===== src/logic/id_defines.svh =====
`ifndef ID_DEFINES_SVH
`define ID_DEFINES_SVH

//////////////////////////////
// ID space

// Number of instruction IDs and its log
`define ID_MAX_IDS 8
`define ID_LOG2_MAX_IDS 3

//////////////////////////////
// Port counts

// Oldest IDs examined per cycle for retire
`define ID_RETIRE_PORTS 2
// Multi-cycle writeback ports, issue port not included
`define ID_WB_PORTS 1

//////////////////////////////
// Register map

// Byte offsets on the Wishbone slave
`define ID_REG_CTRL 4'h0
`define ID_REG_STATUS 4'h4
`define ID_REG_RETIRED 4'h8

`endif


===== src/logic/id_pkg.sv =====
`include "id_defines.svh"

package id_pkg;

    //////////////////////////////
    // Base types

    // Instruction ID
    typedef logic [`ID_LOG2_MAX_IDS-1:0] id_t;
    // ID count, extra MSB so a full table shows up
    typedef logic [`ID_LOG2_MAX_IDS:0] id_count_t;
    // Instructions retired in one cycle
    typedef logic [$clog2(`ID_RETIRE_PORTS + 1)-1:0] retire_count_t;

    //////////////////////////////
    // Fetch and decode

    // PC sent to fetch with a new ID
    typedef struct packed {
        logic [31:0] pc;
    } fetch_req_t;

    // Fetched word, in assignment order
    typedef struct packed {
        logic        valid;
        logic [31:0] instruction;
    } fetch_rsp_t;

    // Oldest fetched instruction
    typedef struct packed {
        logic        valid;
        id_t         id;
        logic [31:0] pc;
        logic [31:0] instruction;
    } decode_packet_t;

    // Destination info from decode
    typedef struct packed {
        logic       uses_rd;
        logic [4:0] rd_addr;
    } decode_info_t;

    //////////////////////////////
    // Issue, writeback, retire

    typedef struct packed {
        id_t  id;
        logic is_multicycle;
        logic uses_rd;
    } issue_packet_t;

    // Multi-cycle result written back
    typedef struct packed {
        logic valid;
        id_t  id;
    } wb_packet_t;

    // Retired block, at most one rd instruction
    typedef struct packed {
        retire_count_t count;
        logic          valid;
        id_t           phys_id;
    } retire_packet_t;

    // Retire control from the register block
    typedef struct packed {
        logic hold;
        logic single;
    } retire_ctrl_t;

    //////////////////////////////
    // Wishbone classic

    typedef struct packed {
        logic        cyc;
        logic        stb;
        logic        we;
        logic [3:0]  adr;
        logic [31:0] dat;
        logic [3:0]  sel;
    } wb_req_t;

    typedef struct packed {
        logic        ack;
        logic [31:0] dat;
    } wb_rsp_t;

endpackage


===== src/logic/id_toggle_memory.sv =====
`timescale 1ns/1ps

module id_toggle_memory #(
    parameter int DEPTH = 8,
    parameter int NUM_WRITE_PORTS = 2,
    parameter int NUM_READ_PORTS = 2
) (
    input  logic                      clk,
    input  logic                      rst,
    input  logic [NUM_WRITE_PORTS-1:0] toggle,
    input  id_pkg::id_t               toggle_addr [NUM_WRITE_PORTS],
    input  id_pkg::id_t               read_addr [NUM_READ_PORTS],
    output logic [NUM_READ_PORTS-1:0]  in_use
);

    // One bank per write port, so no two ports share a bit
    logic [DEPTH-1:0] bank [NUM_WRITE_PORTS];

    //////////////////////////////
    // Toggle writes

    for (genvar w = 0; w < NUM_WRITE_PORTS; w++) begin : gen_bank
        always_ff @(posedge clk) begin
            if (rst) begin
                bank[w] <= '0;
            end else if (toggle[w]) begin
                // Flip marks waiting on issue, ready on writeback
                bank[w][toggle_addr[w]] <= ~bank[w][toggle_addr[w]];
            end
        end
    end

    //////////////////////////////
    // Reads

    // Set when an odd number of toggles hit the ID
    always_comb begin
        for (int r = 0; r < NUM_READ_PORTS; r++) begin
            in_use[r] = 1'b0;
            for (int w = 0; w < NUM_WRITE_PORTS; w++) begin
                in_use[r] ^= bank[w][read_addr[r]];
            end
        end
    end

endmodule


===== src/logic/id_allocator.sv =====
`timescale 1ns/1ps
`include "id_defines.svh"

module id_allocator (
    input  logic                         clk,
    input  logic                         rst,
    input  logic                         fetch_flush,
    output id_pkg::id_t                  pc_id,
    output logic                         pc_id_available,
    input  logic                         pc_id_assigned,
    input  id_pkg::fetch_req_t           fetch_req,
    input  id_pkg::fetch_rsp_t           fetch_rsp,
    output id_pkg::decode_packet_t       decode,
    input  logic                         decode_advance,
    input  id_pkg::decode_info_t         decode_info,
    input  logic                         instruction_issued,
    input  id_pkg::id_count_t            issued_count,
    output id_pkg::id_count_t            post_issue_count,
    output id_pkg::id_count_t            inflight_count,
    input  id_pkg::id_t                  retire_uses_rd_addr [`ID_RETIRE_PORTS],
    output logic [`ID_RETIRE_PORTS-1:0]  retire_uses_rd
);
    import id_pkg::*;

    // Per-ID tables
    logic [31:0] pc_table [`ID_MAX_IDS];
    logic [31:0] instr_table [`ID_MAX_IDS];
    logic        uses_rd_table [`ID_MAX_IDS];

    id_t fetch_id;
    id_t decode_id;
    id_t oldest_pre_issue_id;
    id_t oldest_pre_issue_id_next;

    id_count_t fetched_count_neg;
    id_count_t pre_issue_count;
    id_count_t pre_issue_count_next;
    id_count_t post_issue_count_next;

    //////////////////////////////
    // Tables

    always_ff @(posedge clk) begin
        if (pc_id_assigned) begin
            pc_table[pc_id] <= fetch_req.pc;
        end
    end

    always_ff @(posedge clk) begin
        if (fetch_rsp.valid) begin
            instr_table[fetch_id] <= fetch_rsp.instruction;
        end
    end

    // x0 writes are not counted as rd
    always_ff @(posedge clk) begin
        if (decode_advance) begin
            uses_rd_table[decode_id] <= decode_info.uses_rd & |decode_info.rd_addr;
        end
    end

    //////////////////////////////
    // ID pointers

    // Issue consumes IDs strictly in order
    assign oldest_pre_issue_id_next = oldest_pre_issue_id + id_t'(instruction_issued);

    always_ff @(posedge clk) begin
        if (rst) begin
            oldest_pre_issue_id <= '0;
        end else begin
            oldest_pre_issue_id <= oldest_pre_issue_id_next;
        end
    end

    // Flush restarts from the oldest non-issued ID
    always_ff @(posedge clk) begin
        if (rst) begin
            pc_id <= '0;
            fetch_id <= '0;
            decode_id <= '0;
        end else if (fetch_flush) begin
            pc_id <= oldest_pre_issue_id_next;
            fetch_id <= oldest_pre_issue_id_next;
            decode_id <= oldest_pre_issue_id_next;
        end else begin
            pc_id <= pc_id + id_t'(pc_id_assigned);
            fetch_id <= fetch_id + id_t'(fetch_rsp.valid);
            decode_id <= decode_id + id_t'(decode_advance);
        end
    end

    //////////////////////////////
    // Counts

    // Kept negative, MSB set while decode has work
    always_ff @(posedge clk) begin
        if (rst || fetch_flush) begin
            fetched_count_neg <= '0;
        end else begin
            fetched_count_neg <= fetched_count_neg + id_count_t'(decode_advance)
                - id_count_t'(fetch_rsp.valid);
        end
    end

    // Pre-issue part is dropped on flush
    assign pre_issue_count_next = pre_issue_count + id_count_t'(pc_id_assigned)
        - id_count_t'(instruction_issued);

    always_ff @(posedge clk) begin
        if (rst || fetch_flush) begin
            pre_issue_count <= '0;
        end else begin
            pre_issue_count <= pre_issue_count_next;
        end
    end

    // Post-issue part only falls on retire
    assign post_issue_count_next = post_issue_count + id_count_t'(instruction_issued)
        - issued_count;

    always_ff @(posedge clk) begin
        if (rst) begin
            post_issue_count <= '0;
            inflight_count <= '0;
        end else begin
            post_issue_count <= post_issue_count_next;
            if (fetch_flush) begin
                inflight_count <= post_issue_count_next;
            end else begin
                inflight_count <= pre_issue_count_next + post_issue_count_next;
            end
        end
    end

    //////////////////////////////
    // Outputs

    // MSB set means all IDs taken
    assign pc_id_available = ~inflight_count[`ID_LOG2_MAX_IDS];

    assign decode = '{
        valid: fetched_count_neg[`ID_LOG2_MAX_IDS],
        id: decode_id,
        pc: pc_table[decode_id],
        instruction: instr_table[decode_id]
    };

    // rd flags at the retire pointers
    always_comb begin
        for (int i = 0; i < `ID_RETIRE_PORTS; i++) begin
            retire_uses_rd[i] = uses_rd_table[retire_uses_rd_addr[i]];
        end
    end

endmodule


===== src/logic/id_retirer.sv =====
`timescale 1ns/1ps
`include "id_defines.svh"

module id_retirer (
    input  logic                         clk,
    input  logic                         rst,
    input  id_pkg::retire_ctrl_t         ctrl,
    input  id_pkg::id_count_t            post_issue_count,
    output id_pkg::id_t                  retire_ids_next [`ID_RETIRE_PORTS],
    input  logic [`ID_RETIRE_PORTS-1:0]  waiting,
    input  logic [`ID_RETIRE_PORTS-1:0]  uses_rd,
    output id_pkg::retire_packet_t       retire,
    output id_pkg::id_count_t            retire_count_next
);
    import id_pkg::*;

    logic [`ID_RETIRE_PORTS-1:0] port_valid;
    logic                        contiguous;
    logic                        rd_found;
    id_t                         phys_id_next;

    //////////////////////////////
    // Retire pointers

    // Port i trails port 0 by i IDs
    for (genvar i = 0; i < `ID_RETIRE_PORTS; i++) begin : gen_ptr
        always_ff @(posedge clk) begin
            if (rst) begin
                retire_ids_next[i] <= id_t'(i);
            end else begin
                retire_ids_next[i] <= retire_ids_next[i] + id_t'(retire_count_next);
            end
        end
    end

    //////////////////////////////
    // Eligibility chain

    // Block starts at port 0 and stops at the first gap
    // Only one rd writer per block
    always_comb begin
        contiguous = ~ctrl.hold;
        rd_found = 1'b0;
        phys_id_next = retire_ids_next[0];
        for (int i = 0; i < `ID_RETIRE_PORTS; i++) begin
            port_valid[i] = contiguous
                & (post_issue_count > id_count_t'(i))
                & ~waiting[i]
                & ~(uses_rd[i] & rd_found);
            // Priority select of the rd ID
            if (port_valid[i] & uses_rd[i] & ~rd_found) begin
                phys_id_next = retire_ids_next[i];
            end
            rd_found |= port_valid[i] & uses_rd[i];
            // Single mode ends the block after port 0
            contiguous &= port_valid[i] & ~ctrl.single;
        end
    end

    always_comb begin
        retire_count_next = '0;
        for (int i = 0; i < `ID_RETIRE_PORTS; i++) begin
            retire_count_next += id_count_t'(port_valid[i]);
        end
    end

    //////////////////////////////
    // Registered retire packet

    always_ff @(posedge clk) begin
        retire.phys_id <= phys_id_next;
        if (rst) begin
            retire.count <= '0;
            retire.valid <= 1'b0;
        end else begin
            retire.count <= retire_count_t'(retire_count_next);
            retire.valid <= rd_found;
        end
    end

endmodule


===== src/logic/id_control_regs.sv =====
`timescale 1ns/1ps
`include "id_defines.svh"

module id_control_regs (
    input  logic                    clk,
    input  logic                    rst,
    input  id_pkg::wb_req_t         wb_req,
    output id_pkg::wb_rsp_t         wb_rsp,
    output id_pkg::retire_ctrl_t    ctrl,
    input  id_pkg::retire_packet_t  retire,
    input  id_pkg::id_count_t       post_issue_count,
    input  id_pkg::id_count_t       inflight_count
);

    logic        wb_active;
    logic        wb_access;
    logic        ctrl_write;
    logic        retired_clear;
    logic [31:0] retired_count;
    logic [31:0] read_data;

    //////////////////////////////
    // Bus decode

    assign wb_active = wb_req.cyc & wb_req.stb;
    // One access per request, stb stays up during the ack cycle
    assign wb_access = wb_active & ~wb_rsp.ack;

    assign ctrl_write = wb_access & wb_req.we & wb_req.sel[0]
        & (wb_req.adr == `ID_REG_CTRL);
    // Any write to RETIRED clears it
    assign retired_clear = wb_access & wb_req.we & (wb_req.adr == `ID_REG_RETIRED);

    always_comb begin
        case (wb_req.adr)
            `ID_REG_CTRL: read_data = {30'd0, ctrl.single, ctrl.hold};
            `ID_REG_STATUS: read_data = {24'd0, inflight_count, post_issue_count};
            `ID_REG_RETIRED: read_data = retired_count;
            default: read_data = '0;
        endcase
    end

    //////////////////////////////
    // Registers

    // Ack and read data one cycle after the request
    always_ff @(posedge clk) begin
        wb_rsp.dat <= read_data;
        if (rst) begin
            wb_rsp.ack <= 1'b0;
        end else begin
            wb_rsp.ack <= wb_access;
        end
    end

    // Bit 0 hold, bit 1 single
    always_ff @(posedge clk) begin
        if (rst) begin
            ctrl <= '0;
        end else if (ctrl_write) begin
            ctrl.hold <= wb_req.dat[0];
            ctrl.single <= wb_req.dat[1];
        end
    end

    // Running total of retired instructions
    always_ff @(posedge clk) begin
        if (rst || retired_clear) begin
            retired_count <= '0;
        end else begin
            retired_count <= retired_count + 32'(retire.count);
        end
    end

endmodule


===== src/logic/id_manager_top.sv =====
`timescale 1ns/1ps
`include "id_defines.svh"

module id_manager_top (
    input  logic                    clk,
    input  logic                    rst,
    input  logic                    fetch_flush,
    output id_pkg::id_t             pc_id,
    output logic                    pc_id_available,
    input  logic                    pc_id_assigned,
    input  id_pkg::fetch_req_t      fetch_req,
    input  id_pkg::fetch_rsp_t      fetch_rsp,
    output id_pkg::decode_packet_t  decode,
    input  logic                    decode_advance,
    input  id_pkg::decode_info_t    decode_info,
    input  logic                    instruction_issued,
    input  id_pkg::issue_packet_t   issue,
    input  id_pkg::wb_packet_t      wb_packet [`ID_WB_PORTS],
    output id_pkg::retire_packet_t  retire,
    input  id_pkg::wb_req_t         wb_req,
    output id_pkg::wb_rsp_t         wb_rsp
);
    import id_pkg::*;

    // Issue port plus the writeback ports
    localparam int TOGGLE_PORTS = `ID_WB_PORTS + 1;

    id_count_t                   post_issue_count;
    id_count_t                   inflight_count;
    id_count_t                   retire_count_next;
    id_t                         retire_ids_next [`ID_RETIRE_PORTS];
    logic [`ID_RETIRE_PORTS-1:0] waiting;
    logic [`ID_RETIRE_PORTS-1:0] uses_rd;
    retire_ctrl_t                ctrl;
    logic [TOGGLE_PORTS-1:0]     waiting_toggle;
    id_t                         waiting_toggle_addr [TOGGLE_PORTS];

    // Port 0 marks multicycle rd writers, the rest clear them
    always_comb begin
        waiting_toggle[0] = instruction_issued & issue.is_multicycle & issue.uses_rd;
        waiting_toggle_addr[0] = issue.id;
        for (int i = 0; i < `ID_WB_PORTS; i++) begin
            waiting_toggle[i + 1] = wb_packet[i].valid;
            waiting_toggle_addr[i + 1] = wb_packet[i].id;
        end
    end

    id_allocator allocator_i (
        .clk(clk),
        .rst(rst),
        .fetch_flush(fetch_flush),
        .pc_id(pc_id),
        .pc_id_available(pc_id_available),
        .pc_id_assigned(pc_id_assigned),
        .fetch_req(fetch_req),
        .fetch_rsp(fetch_rsp),
        .decode(decode),
        .decode_advance(decode_advance),
        .decode_info(decode_info),
        .instruction_issued(instruction_issued),
        .issued_count(retire_count_next),
        .post_issue_count(post_issue_count),
        .inflight_count(inflight_count),
        .retire_uses_rd_addr(retire_ids_next),
        .retire_uses_rd(uses_rd)
    );

    id_toggle_memory #(
        .DEPTH(`ID_MAX_IDS),
        .NUM_WRITE_PORTS(TOGGLE_PORTS),
        .NUM_READ_PORTS(`ID_RETIRE_PORTS)
    ) waiting_mem_i (
        .clk(clk),
        .rst(rst),
        .toggle(waiting_toggle),
        .toggle_addr(waiting_toggle_addr),
        .read_addr(retire_ids_next),
        .in_use(waiting)
    );

    id_retirer retirer_i (
        .clk(clk),
        .rst(rst),
        .ctrl(ctrl),
        .post_issue_count(post_issue_count),
        .retire_ids_next(retire_ids_next),
        .waiting(waiting),
        .uses_rd(uses_rd),
        .retire(retire),
        .retire_count_next(retire_count_next)
    );

    id_control_regs control_regs_i (
        .clk(clk),
        .rst(rst),
        .wb_req(wb_req),
        .wb_rsp(wb_rsp),
        .ctrl(ctrl),
        .retire(retire),
        .post_issue_count(post_issue_count),
        .inflight_count(inflight_count)
    );

endmodule


===== config.mk =====
export PLATFORM = sky130hd
export DESIGN_NAME = id_manager_top
export DESIGN_NICKNAME = d
export VERILOG_FILES = /design/src/logic/id_pkg.sv /design/src/logic/id_toggle_memory.sv /design/src/logic/id_allocator.sv /design/src/logic/id_retirer.sv /design/src/logic/id_control_regs.sv /design/src/logic/id_manager_top.sv
export VERILOG_INCLUDE_DIRS = /design/src /design/src/logic
export SDC_FILE = /design/constraint.sdc
export NUM_CORES = 1
export LEC_CHECK = 0
export CELL_PAD_IN_SITES_DETAIL_PLACEMENT = 1
export CELL_PAD_IN_SITES_GLOBAL_PLACEMENT = 2
export CORE_UTILIZATION = 51
export DETAILED_ROUTE_END_ITERATION = 10
export DONT_BUFFER_PORTS = 1
export GPL_TIMING_DRIVEN = 0
export PLACE_DENSITY_LB_ADDON = 0.1
export RECOVER_POWER = 100
export REMOVE_ABC_BUFFERS = 1
export SLEW_MARGIN = 20
export SYNTH_ARGS = -nofsm -noshare
export SYNTH_HDL_FRONTEND = slang
export SYNTH_SLANG_ARGS = --single-unit

===== constraint.sdc =====
create_clock -name clk -period 12.5 [get_ports clk]
set_input_delay 1.25 -clock clk [delete_from_list [all_inputs] [get_ports clk]]
set_output_delay 1.25 -clock clk [all_outputs]
set_load 0.05 [all_outputs]

==> results of run 1 <==
[logic make-up (layout without fill, tap and decap cells)]
| logic type | after synthesis | in the layout | share of synthesized area (%) |
|---|---|---|---|
| compound gates | 68 | 68 | 1.654 |
| mux | 214 | 214 | 15.65 |
| simple gates | 257 | 257 | 5.288 |
| buf+inv | 98 | 208 | 1.520 |
| xor+xnor | 47 | 47 | 1.683 |
| fa+ha+maj | 37 | 37 | 2.040 |
| flops | 643 | 643 | 72.17 |
[metal layers]
layer / up-vias / part of all wire [%] / global-route usage (%)
met2: 288 / 49 / 35.57
met3: 89 / 6.3 / 6.114
met4: 0 / 2.4 / 6.561
met5: - / 0 / 0
li1: 5453 / - / -
met1: 6424 / 42 / 28.67
[final cells by class]
| class | instances | area, um2 | share of cell area, % |
|---|---|---|---|
| clock buffers | 86 | 1843 | 6.516 |
| clock inverters | 37 | 272.8 | 0.9643 |
| inverters | 38 | 142.6 | 0.5043 |
| multi-input cells | 623 | 6645 | 23.49 |
| flip-flops and latches | 643 | 18240 | 64.48 |
| well taps | 664 | 830.8 | 2.937 |
| repair buffers | 47 | 312.8 | 1.106 |
[where the power goes]
part	switching, uW	internal [uW]	leakage [uW]	total [uW]
Combinational	431	280	0.00225	711
Sequential	78.8	2410	0.00576	2490
Clock	801	1110	0.00104	1910
Total	1310	3800	0.00905	5110
[worst reg2reg max path, stage by stage (launching register included)]
cell      delay (ns)
edfxtp_1        0.45
xnor2_1         0.18
mux4_2          0.48
and2_0          0.17
o21ai_0         0.29
nor3_1          0.11
ha_1            0.40
ha_1            0.32
inv_1           0.04
ha_1            0.19
fa_1            0.39
xor2_1          0.30
ha_1            0.31
a21oi_1         0.16
xnor3_1         0.28
o21a_1          0.19
nor3_1          0.12
[through the flow]
step | instance area (um2) | power (uW) | hold WS (ns) | util (%) | worst slack, ns
floorplan | 25030 | 3121 | 0.4198 | - | 4.508
global placement | 25860 | 3287 | 0.4521 | 52.83 | 1.892
detailed placement | 26720 | 3273 | 0.4695 | 54.58 | 8.082
CTS | 28830 | 5196 | 0.4834 | 58.90 | 8.043
global route | 28280 | 5311 | 0.4988 | 57.78 | 4.569
finish | 28280 | 5106 | 0.4766 | 57.78 | 5.245
[cell usage after synthesis, drive strengths merged]
cell type | instances | area (um2)
edfxtp | 536 | 16100
mux4 | 138 | 3108
dfxtp | 107 | 2142
nor2 | 86 | 322.8
mux2 | 68 | 765.7
clkbuf | 40 | 151.4
inv | 38 | 142.6
nand2 | 32 | 120.1
and2 | 31 | 193.9
ha | 30 | 375.4
xnor2 | 26 | 227.7
nand2b | 23 | 143.9
a21oi | 21 | 105.1
o21ai | 21 | 105.1
buf | 20 | 90.09
nor3 | 20 | 100.1
xor2 | 20 | 175.2
nand3 | 11 | 67.57
nor2b | 9 | 56.30
nor4 | 9 | 56.30
mux2i | 8 | 80.08
nand4 | 8 | 50.05
a22o | 7 | 61.31
fa | 7 | 140.1
or3 | 6 | 37.54
a21o | 5 | 37.54
o21a | 5 | 37.54
nand4b | 4 | 35.03
o31ai | 4 | 30.03
and3 | 3 | 18.77
and4b | 3 | 30.03
or2 | 3 | 18.77
and4 | 2 | 20.02
nor4b | 2 | 17.52
a211oi | 1 | 7.510
a221oi | 1 | 8.760
nand3b | 1 | 7.510
nand4bb | 1 | 11.26
nor3b | 1 | 7.510
o21ba | 1 | 10.01
o22ai | 1 | 6.260
o2bb2ai | 1 | 8.760
or4 | 1 | 7.510
or4b | 1 | 13.76
xnor3 | 1 | 22.52
[sequential cells by signal, summed over array words and instances (netlist names), 4 cells and up]
signal                         cells
retirer_i.retire_ids_next          6
allocator_i.pre_issue_count        4
retirer_i.retire                   6
allocator_i.post_issue_count       4
allocator_i.uses_rd_table          8
waiting_mem_i.bank                16
control_regs_i.wb_rsp             33
allocator_i.instr_table          256
control_regs_i.retired_count      32
allocator_i.inflight_count         4
allocator_i.fetched_count_neg      4
allocator_i.pc_table             256
[worst min-delay path by stage]
stage	start	to	slack (ns)	depth (start not counted)
after floorplan	allocator_i.inflight_count[0]	control_regs_i.wb_rsp[4]	0.42	1
after global placement	control_regs_i.retired_count[31]	control_regs_i.wb_rsp[31]	0.45	1
after detailed placement	control_regs_i.retired_count[31]	control_regs_i.wb_rsp[31]	0.47	1
after CTS	control_regs_i.retired_count[31]	control_regs_i.wb_rsp[31]	0.48	1
after global routing	control_regs_i.retired_count[31]	control_regs_i.wb_rsp[31]	0.50	1
final	control_regs_i.retired_count[31]	control_regs_i.wb_rsp[31]	0.48	1
==> run_results.csv, run 1 <==
group,metric,value,unit
sta,slew_viol_final,312,
sta,max_slew_margin,-93.12,%
floorplanning,io_pins,240,
worst_setup_path,cp.arrival,6.01,ns
floorplanning,fp.dieW,224.6,um
final_layout,drive_gt1_share,16.82,%
worst_setup_path,max_stage_delay,2.14,ns
worst_setup_path,path_buf_inv,2,
clocking,clock_sinks,643,
global_route,grt_pass1_wl,80.67,mm
worst_setup_path,cp_top_family,"buffers and inverters",
final_layout,final_nets,1588,
drt,routed_wl,53.33,mm
run_status,status,"complete, but fails checks",
worst_setup_path,path_cells,"clkbuf_1, buf_12, mux4_2, mux2_1",
worst_setup_path,crit_fanout,33,
yosys,syn-instance-count,1364,
sta,period_share,58.04,%
worst_setup_path,crit_path_top_delay_cell,"clkbuf_1",
drt,drtAntennaViolNets,0,
global_route,antenna_found_initial,1,
worst_setup_path,worstSetupEndpoint,"decode[19]",
pwr,power_density,180.5,nW/um2
floorplanning,core_area,48950,um2
placed_design,dp_hpwl,34.07,mm
placed_design,gp_congestion,0.7212,
final_layout,mostFrequentLayoutCells,"edfxtp_1, mux4_2, dfxtp_1",
clocking,clkTransAtPathRegs,0.06,ns
final_layout,area_delta_synth_final,11.93,%
drt,vias,12254,
sta,rsz0062_at_grt,"false",
sta,setup_viol,0,
sta,final_hold_viol_count,0,
drt,via_per_inst,5.732,
placed_design,numPortBuffers,0,
sta,worst_slew_pin_slew,2.897,ns
drt,drtIter0Drc,808,
final_layout,final_common_cell,"edfxtp_1",
global_route,grt_max_degree,45,
pwr,vdd_ir_drop_max,0.0001425,V
worst_setup_path,start_kind,"flop",
global_route,grt_pass1_vias,13192,
yosys,yosys_warnings,0,
run_status,violations,"max-capacitance violations, max-slew violations",
clocking,clkLatencyLatePin,0.59,ns
hold_path,hold_path.class,"reg2reg",
worst_setup_path,startpoint,"allocator_i.decode_id[0]",
yosys,ys_types,52,
global_route,track_usage,21.83,%
sta,finalClockSkew,0.01324,ns
clocking,cts_hold_buffers,0,
drt,drc,0,
yosys,avgSynthCellArea,18.53,um2
job,maxCapViolations,17,
worst_setup_path,ff2ff_setup_slack,8.07,ns
clocking,cts_tree,"yes",
clocking,post_cts_buffers,0,
worst_setup_path,r2r-end,"allocator_i.inflight_count[3]",
clocking,clockBufferDepth,3,
worst_setup_path,cp_num_cells,4,
drt,wl_per_cell,24.94,um
worst_setup_path,endpoint_kind,"primary output",
final_layout,num_antenna_cells,0,
floorplanning,num_rows,81,
clocking,htreeDepth,3,
clocking,clock_tree.root_cell,"clkbuf_16",
sta,clock.fmax,137.8,MHz
yosys,synth_seq_area_share,72.17,%
worst_setup_path,r2r_start,"waiting_mem_i.bank[0][6]",
yosys,ys_seq_elements,643,
floorplanning,die_y,224.6,um
clocking,numCtsBuffers,69,
worst_setup_path,worst-r2r-cell-count,16,
pwr,p_leak,0.009046,uW
placed_design,dp_cells,2015,
global_route,grt_remaining_overflow,0,
drt,dr.pass1.iters,5,
clocking,ctsResizeCount,0,
final_layout,fin_cells,2138,
floorplanning,start_util,51.62,%
sta,setup_tns,0,ns
yosys,syn_area,25270,um2
worst_setup_path,critical_path_class,"reg2out",
floorplanning,die_area,50450,um2
final_layout,fill_cells,4318,
worst_setup_path,required,11.25,ns
sta,min_period,7.255,ns
(Power assumes the default switching activity.)
==> run 2: changes to the inputs <==
Settings changed: CORE_UTILIZATION 51 to 43.
Clock period 12.5 ns to 6 ns, I/O delays scaled along.
==> run 2 against run 1 <==
  * The run still ends with max-capacitance violations, max-slew violations left
  * Core utilization decreased by 8.5 points
  * Worst setup slack worse by 4.1 ns
  * Clock power grew 120%
  * Critical endpoint is now decode[62]
  * Cell count is 5.4% higher
  * Register-to-register slack got worse by 6.6 ns
  * Highest routed layer unchanged
==> run_results.csv, run 2 (synthesis gave the netlist of run 1 again) <==
group,metric,value,unit
worst_setup_path,worst-r2r-cell-count,16,
global_route,grt_pass1_vias,13331,
final_layout,multiInputGateArea,6645,um2
floorplanning,die_y,244.4,um
drt,dr.pass1.iters,4,
drt,met2_length,26.50,mm
floorplanning,die_area,59740,um2
floorplanning,num_rows,88,
run_status,status,"complete, but fails checks",
sta,setup_viol,0,
floorplanning,io_pins,240,
global_route,antenna_found_initial,0,
floorplanning,core_area,57920,um2
worst_setup_path,required,5.40,ns
global_route,grt_max_degree,46,
floorplanning,fp.dieW,244.4,um
sta,finalClockSkew,0.01976,ns
drt,drtIter0Drc,602,
drt,wl_per_cell,24.66,um
worst_setup_path,endpoint_kind,"primary output",
placed_design,gp_congestion,0.7137,
drt,drt-met1-wl,25.38,mm
global_route,track_usage,19.11,%
clocking,ctsResizeCount,0,
drt,routed_wl,55.59,mm
final_layout,final_nets,1597,
placed_design,numPortBuffers,0,
global_route,grt_remaining_overflow,0,
clocking,htreeDepth,3,
sta,clock.fmax,205.3,MHz
worst_setup_path,r2r_start,"retirer_i.retire_ids_next[4]",
clocking,clkLatencyLatePin,0.61,ns
worst_setup_path,start_kind,"flop",
worst_setup_path,crit_fanout,45,
final_layout,final_common_cell,"edfxtp_1",
clocking,cts_hold_buffers,0,
drt,drc,0,
sta,max_slew_margin,-34.25,%
worst_setup_path,r2r-end,"allocator_i.inflight_count[3]",
placed_design,pre_cts_ws,1.483,ns
job,maxCapViolations,3,
clocking,clockBufferDepth,3,
final_layout,reg.largest.list,"allocator_i.instr_table x256, allocator_i.pc_table x256, control_regs_i.wb_rsp x33",
clocking,post_cts_buffers,0,
final_layout,utilization,49.31,%
worst_setup_path,cp.arrival,4.27,ns
clocking,clock_sinks,643,
final_layout,drive_gt1_share,17.80,%
sta,period_share,81.19,%
final_layout,area_delta_synth_final,13.01,%
sta,timing.final.ws_setup,1.128,ns
clocking,clock_tree.root_cell,"clkbuf_16",
clocking,numCtsBuffers,71,
drt,vias,12208,
drt,top_layer_used,"met4",
worst_setup_path,startpoint,"allocator_i.decode_id[1]",
sta,final_hold_viol_count,0,
pwr,vdd_ir_drop_max,0.0002606,V
drt,drtAntennaViolNets,0,
sta,worst_slew_pin_slew,2.006,ns
clocking,cts_tree,"yes",
worst_setup_path,ff2ff_setup_slack,1.48,ns
worst_setup_path,worstSetupEndpoint,"decode[62]",
final_layout,mostFrequentLayoutCells,"edfxtp_1, mux4_2, dfxtp_1",
clocking,clkTransAtPathRegs,0.06,ns
run_status,violations,"max-capacitance violations, max-slew violations",
sta,min_period,4.872,ns
drt,wl_met3,2.627,mm
floorplanning,start_util,43.63,%
global_route,grt_pass1_wl,84.17,mm
final_layout,num_antenna_cells,0,
worst_setup_path,critical_path_class,"reg2out",
sta,rsz0062_at_grt,"false",
drt,via_per_inst,5.416,
sta,slew_viol_final,51,
pwr,p_leak,0.009113,uW
final_layout,ff_latch_area,18240,um2
placed_design,dp_hpwl,36.57,mm
final_layout,fill_cells,5344,
hold_path,hold_path.class,"in2reg",
pwr,power_density,380.9,nW/um2
## run 2: cell types whose count changed in the layout (fill, tap and decap cells not counted), sizes merged
cell      previous run  this run
clkinvlp             1         3
clkbuf             126       137
bufinv               3         5
inv                 40        41
buf                  7         6
## run 2: final cells by class
type	instances	share of cell area, %
clock buffer	89	6.532
tap	765	3.352
timing repair buffer	54	1.148
inverter	38	0.4995
multi-input combinational	623	23.27
sequential	643	63.86
clock inverter	42	1.341
## run 2: power breakdown
part           leakage, uW  switching [uW]  total (uW)  internal, uW
Combinational      0.00226             923        1510           583
Sequential         0.00576             165        5180          5010
Clock              0.00110            1750        4190          2440
## run 2: per-layer routing
layer | vias up | GRT usage [%]
met5 | - | 0
met4 | 0 | 5.202
met3 | 77 | 4.862
met2 | 210 | 30.34
met1 | 6446 | 26.21
li1 | 5475 | -
## run 2: worst min path at each step
stage                                        startpoint                  endpoint  slack, ns  cells past startpoint
after CTS                                           rst   allocator_i.fetch_id[0]      0.005                      1
after global routing                                rst   allocator_i.fetch_id[0]       0.02                      1
after floorplan           allocator_i.inflight_count[0]  control_regs_i.wb_rsp[4]       0.42                      1
final                                               rst   allocator_i.fetch_id[0]       0.06                      1
after detailed placement  allocator_i.inflight_count[1]  control_regs_i.wb_rsp[5]       0.46                      1
after global placement    allocator_i.inflight_count[2]  control_regs_i.wb_rsp[6]       0.45                      1
## run 2: through the flow
stage / hold WS, ns / area [um2] / power [uW] / TNS, ns / instances
final: 0.05628 / 28560 / 10880 / 0 / 2254
after global routing: 0.02229 / 28560 / 11330 / 0 / 2254
after CTS: 0.005406 / 29340 / 11100 / 0 / 2254
after detailed placement: 0.4621 / 27100 / 6868 / 0 / 2123
after global placement: 0.4476 / 25990 / 6885 / -333.13 / 2069
after floorplan: 0.4198 / 25030 / 6503 / -89.14 / 1304
## run 2: worst max-delay path, stage by stage, from the launching register on
cell and delay [ns]:
dfxtp_1 1.25, clkbuf_2 1.21, mux4_2 0.61, mux2_1 0.54
==> run 3: changes to the inputs <==
Settings changed: CORE_UTILIZATION 43 to 48.
Clock period 6 ns to 4.9 ns, I/O delays scaled along.
==> run 3 against run 2 <==
  * The flow still finishes with violations (max-capacitance violations, max-slew violations)
  * Hold slack worse by 0.021 ns
  * Sequential share of layout area is 0.86 points lower
  * Cell count decreased by 1.5%
  * Sequential power increased by 22%
  * Global-route usage is 1.9 points higher
  * Non-clock buffer count up 57
  * Critical path depth up 1
  * Routed wire length fell by 1.7%
  * Die area decreased by 10%
  * Highest routed layer unchanged
==> run_results.csv, run 3 (synthesis gave the netlist of run 1 again) <==
group,metric,value,unit
job,maxCapViolations,12,
sta,final_hold_viol_count,0,
placed_design,numPortBuffers,0,
final_layout,reg.largest.list,"allocator_i.instr_table x256, allocator_i.pc_table x256, control_regs_i.wb_rsp x33",
final_layout,area_delta_synth_final,14.56,%
worst_setup_path,required,4.41,ns
placed_design,gp_congestion,0.7301,
pwr,vdd_ir_drop_max,0.0002949,V
drt,vias,12407,
worst_setup_path,ff2ff_setup_slack,0.42,ns
global_route,grt_pass1_wl,82.57,mm
drt,dr.pass1.iters,5,
sta,slew_viol_final,168,
worst_setup_path,endpoint_kind,"primary output",
clocking,clockBufferDepth,3,
sta,finalClockSkew,0.02417,ns
sta,max_slew_margin,-39.17,%
sta,worst_slew_pin_slew,2.085,ns
sta,rsz0062_at_grt,"false",
clocking,clkTransAtPathRegs,0.06,ns
floorplanning,num_rows,83,
floorplanning,fp.dieW,231.5,um
clocking,cts_tree,"yes",
clocking,numCtsBuffers,68,
final_layout,fin_cells,2220,
floorplanning,core_area,51610,um2
sta,period_share,92.92,%
clocking,htreeDepth,3,
worst_setup_path,path_cells,"buf_12, buf_16, mux4_2, mux2_1",
floorplanning,io_pins,240,
drt,drc,0,
hold_path,hold_path.class,"in2reg",
drt,wl_per_cell,24.62,um
placed_design,pre_cts_ws,0.4004,ns
clocking,ctsResizeCount,0,
clocking,clock_sinks,643,
sta,clock.fmax,219.6,MHz
drt,routed_wl,54.66,mm
worst_setup_path,crit_fanout,28,
worst_setup_path,path_buf_inv,2,
final_layout,final_common_cell,"edfxtp_1",
floorplanning,start_util,48.96,%
final_layout,mostFrequentLayoutCells,"edfxtp_1, mux4_2, dfxtp_1",
placed_design,dp_hpwl,34.41,mm
global_route,antenna_found_initial,1,
worst_setup_path,max_stage_delay,1.73,ns
worst_setup_path,crit_path_top_delay_cell,"dfxtp_1",
sta,setup_viol,0,
global_route,grt_remaining_overflow,0,
run_status,violations,"max-capacitance violations, max-slew violations",
global_route,grt_max_degree,48,
run_status,status,"complete, but fails checks",
final_layout,final_nets,1651,
clocking,clkLatencyLatePin,0.61,ns
pwr,p_leak,0.009294,uW
drt,drtIter0Drc,636,
placed_design,dp_cells,2027,
final_layout,drive_gt1_share,17.17,%
clocking,clock_tree.root_cell,"clkbuf_16",
worst_setup_path,cp.arrival,4.06,ns
pwr,power_density,450.6,nW/um2
global_route,grt_pass1_vias,13375,
worst_setup_path,start_kind,"flop",
sta,min_period,4.553,ns
worst_setup_path,critical_path_class,"reg2out",
worst_setup_path,cp_top_family,"flip-flops",
sta,timing.final.ws_setup,0.3467,ns
floorplanning,die_y,231.5,um
floorplanning,die_area,53570,um2
drt,via_per_inst,5.589,
drt,drtAntennaViolNets,0,
global_route,track_usage,21.02,%
==> run 3: changes by cell type in the layout (fill, tap and decap cells not counted), moves of 3 or more <==
cell / before / now
clkinv_1: 13 / 16
clkinv_2: 15 / 8
buf_16: 3 / 6
dlygate4sd3_1: 0 / 67
mux2_2: 10 / 24
clkbuf_1: 61 / 55
clkbuf_2: 4 / 0
clkbuf_16: 72 / 69
clkinvlp_4: 3 / 0
bufinv_16: 5 / 2
clkinv_8: 3 / 0
mux2_1: 58 / 44
==> run 3: report_power, final <==
| part | switching, uW | total, uW | internal (uW) |
|---|---|---|---|
| combinational | 1160 | 1920 | 760 |
| clock | 2060 | 4780 | 2720 |
| sequential | 203 | 6340 | 6140 |
| total | 3420 | 13000 | 9620 |
==> run 3: worst reg2reg max path: stages, from the launching register on <==
cell and delay, ns:
dfxtp_1 0.38, inv_1 0.19, mux4_2 0.53, and2_0 0.17
o21ai_0 0.31, nor3_1 0.11, ha_1 0.37, ha_1 0.32
inv_1 0.04, ha_1 0.20, fa_1 0.38, xor2_1 0.31
ha_1 0.32, a21oi_1 0.15, xnor3_1 0.28, nor3_1 0.20
nor3_1 0.07
==> run 3: final cells by class <==
cell class	count	area (um2)
multi-input cells	623	6645
inverters	38	142.6
diodes	2	5.005
well taps	680	850.8
clock buffers	91	1819
fillers	4529	22660
clock inverters	32	220.2
flip-flops and latches	643	18240
repair buffers	111	1028
==> run 3: path summary, 6_finish.rpt <==
check	from	endpoint	depth (start not counted)
max	allocator_i.decode_id[0]	decode[1]	4
min	fetch_flush	allocator_i.decode_id[2]	1
max reg2reg	retirer_i.retire_ids_next[4]	allocator_i.inflight_count[3]	16
min reg2reg	allocator_i.inflight_count[1]	control_regs_i.wb_rsp[5]	1
==> run 3: per-stage QoR <==
stage | utilization (%) | TNS, ns | power (uW) | hold WS [ns] | instance area (um2)
global placement | 50.14 | -517.87 | 8399 | 0.4305 | 25880
global route | 56.08 | 0 | 13540 | 0.02278 | 28950
finish | 56.09 | 0 | 13050 | 0.03537 | 28950
floorplan | - | -165.57 | 7963 | 0.4198 | 25030
detailed placement | 51.71 | 0 | 8364 | 0.4432 | 26690
CTS | 56.98 | 0 | 13270 | 0.001580 | 29410
==> run 3: repair_timing <==
item | 4_1_cts | 5_1_grt
endpoints found under the hold margin | 542 | 0
setup buffers | 0 | 0
setup endpoints to repair | 0 | 0
hold buffers | 68 | 0
==> run 3: layer usage <==
metal | share of wire (%) | GRT usage (%) | wire length, um | vias to the layer above
met2 | 49 | 34.27 | 26640 | 267
met3 | 4.9 | 4.269 | 2659 | 83
met4 | 2.5 | 7.099 | 1344 | 0
li1 | - | - | - | 5593
met1 | 44 | 28.25 | 24020 | 6464
met5 | 0 | 0 | 0 | -
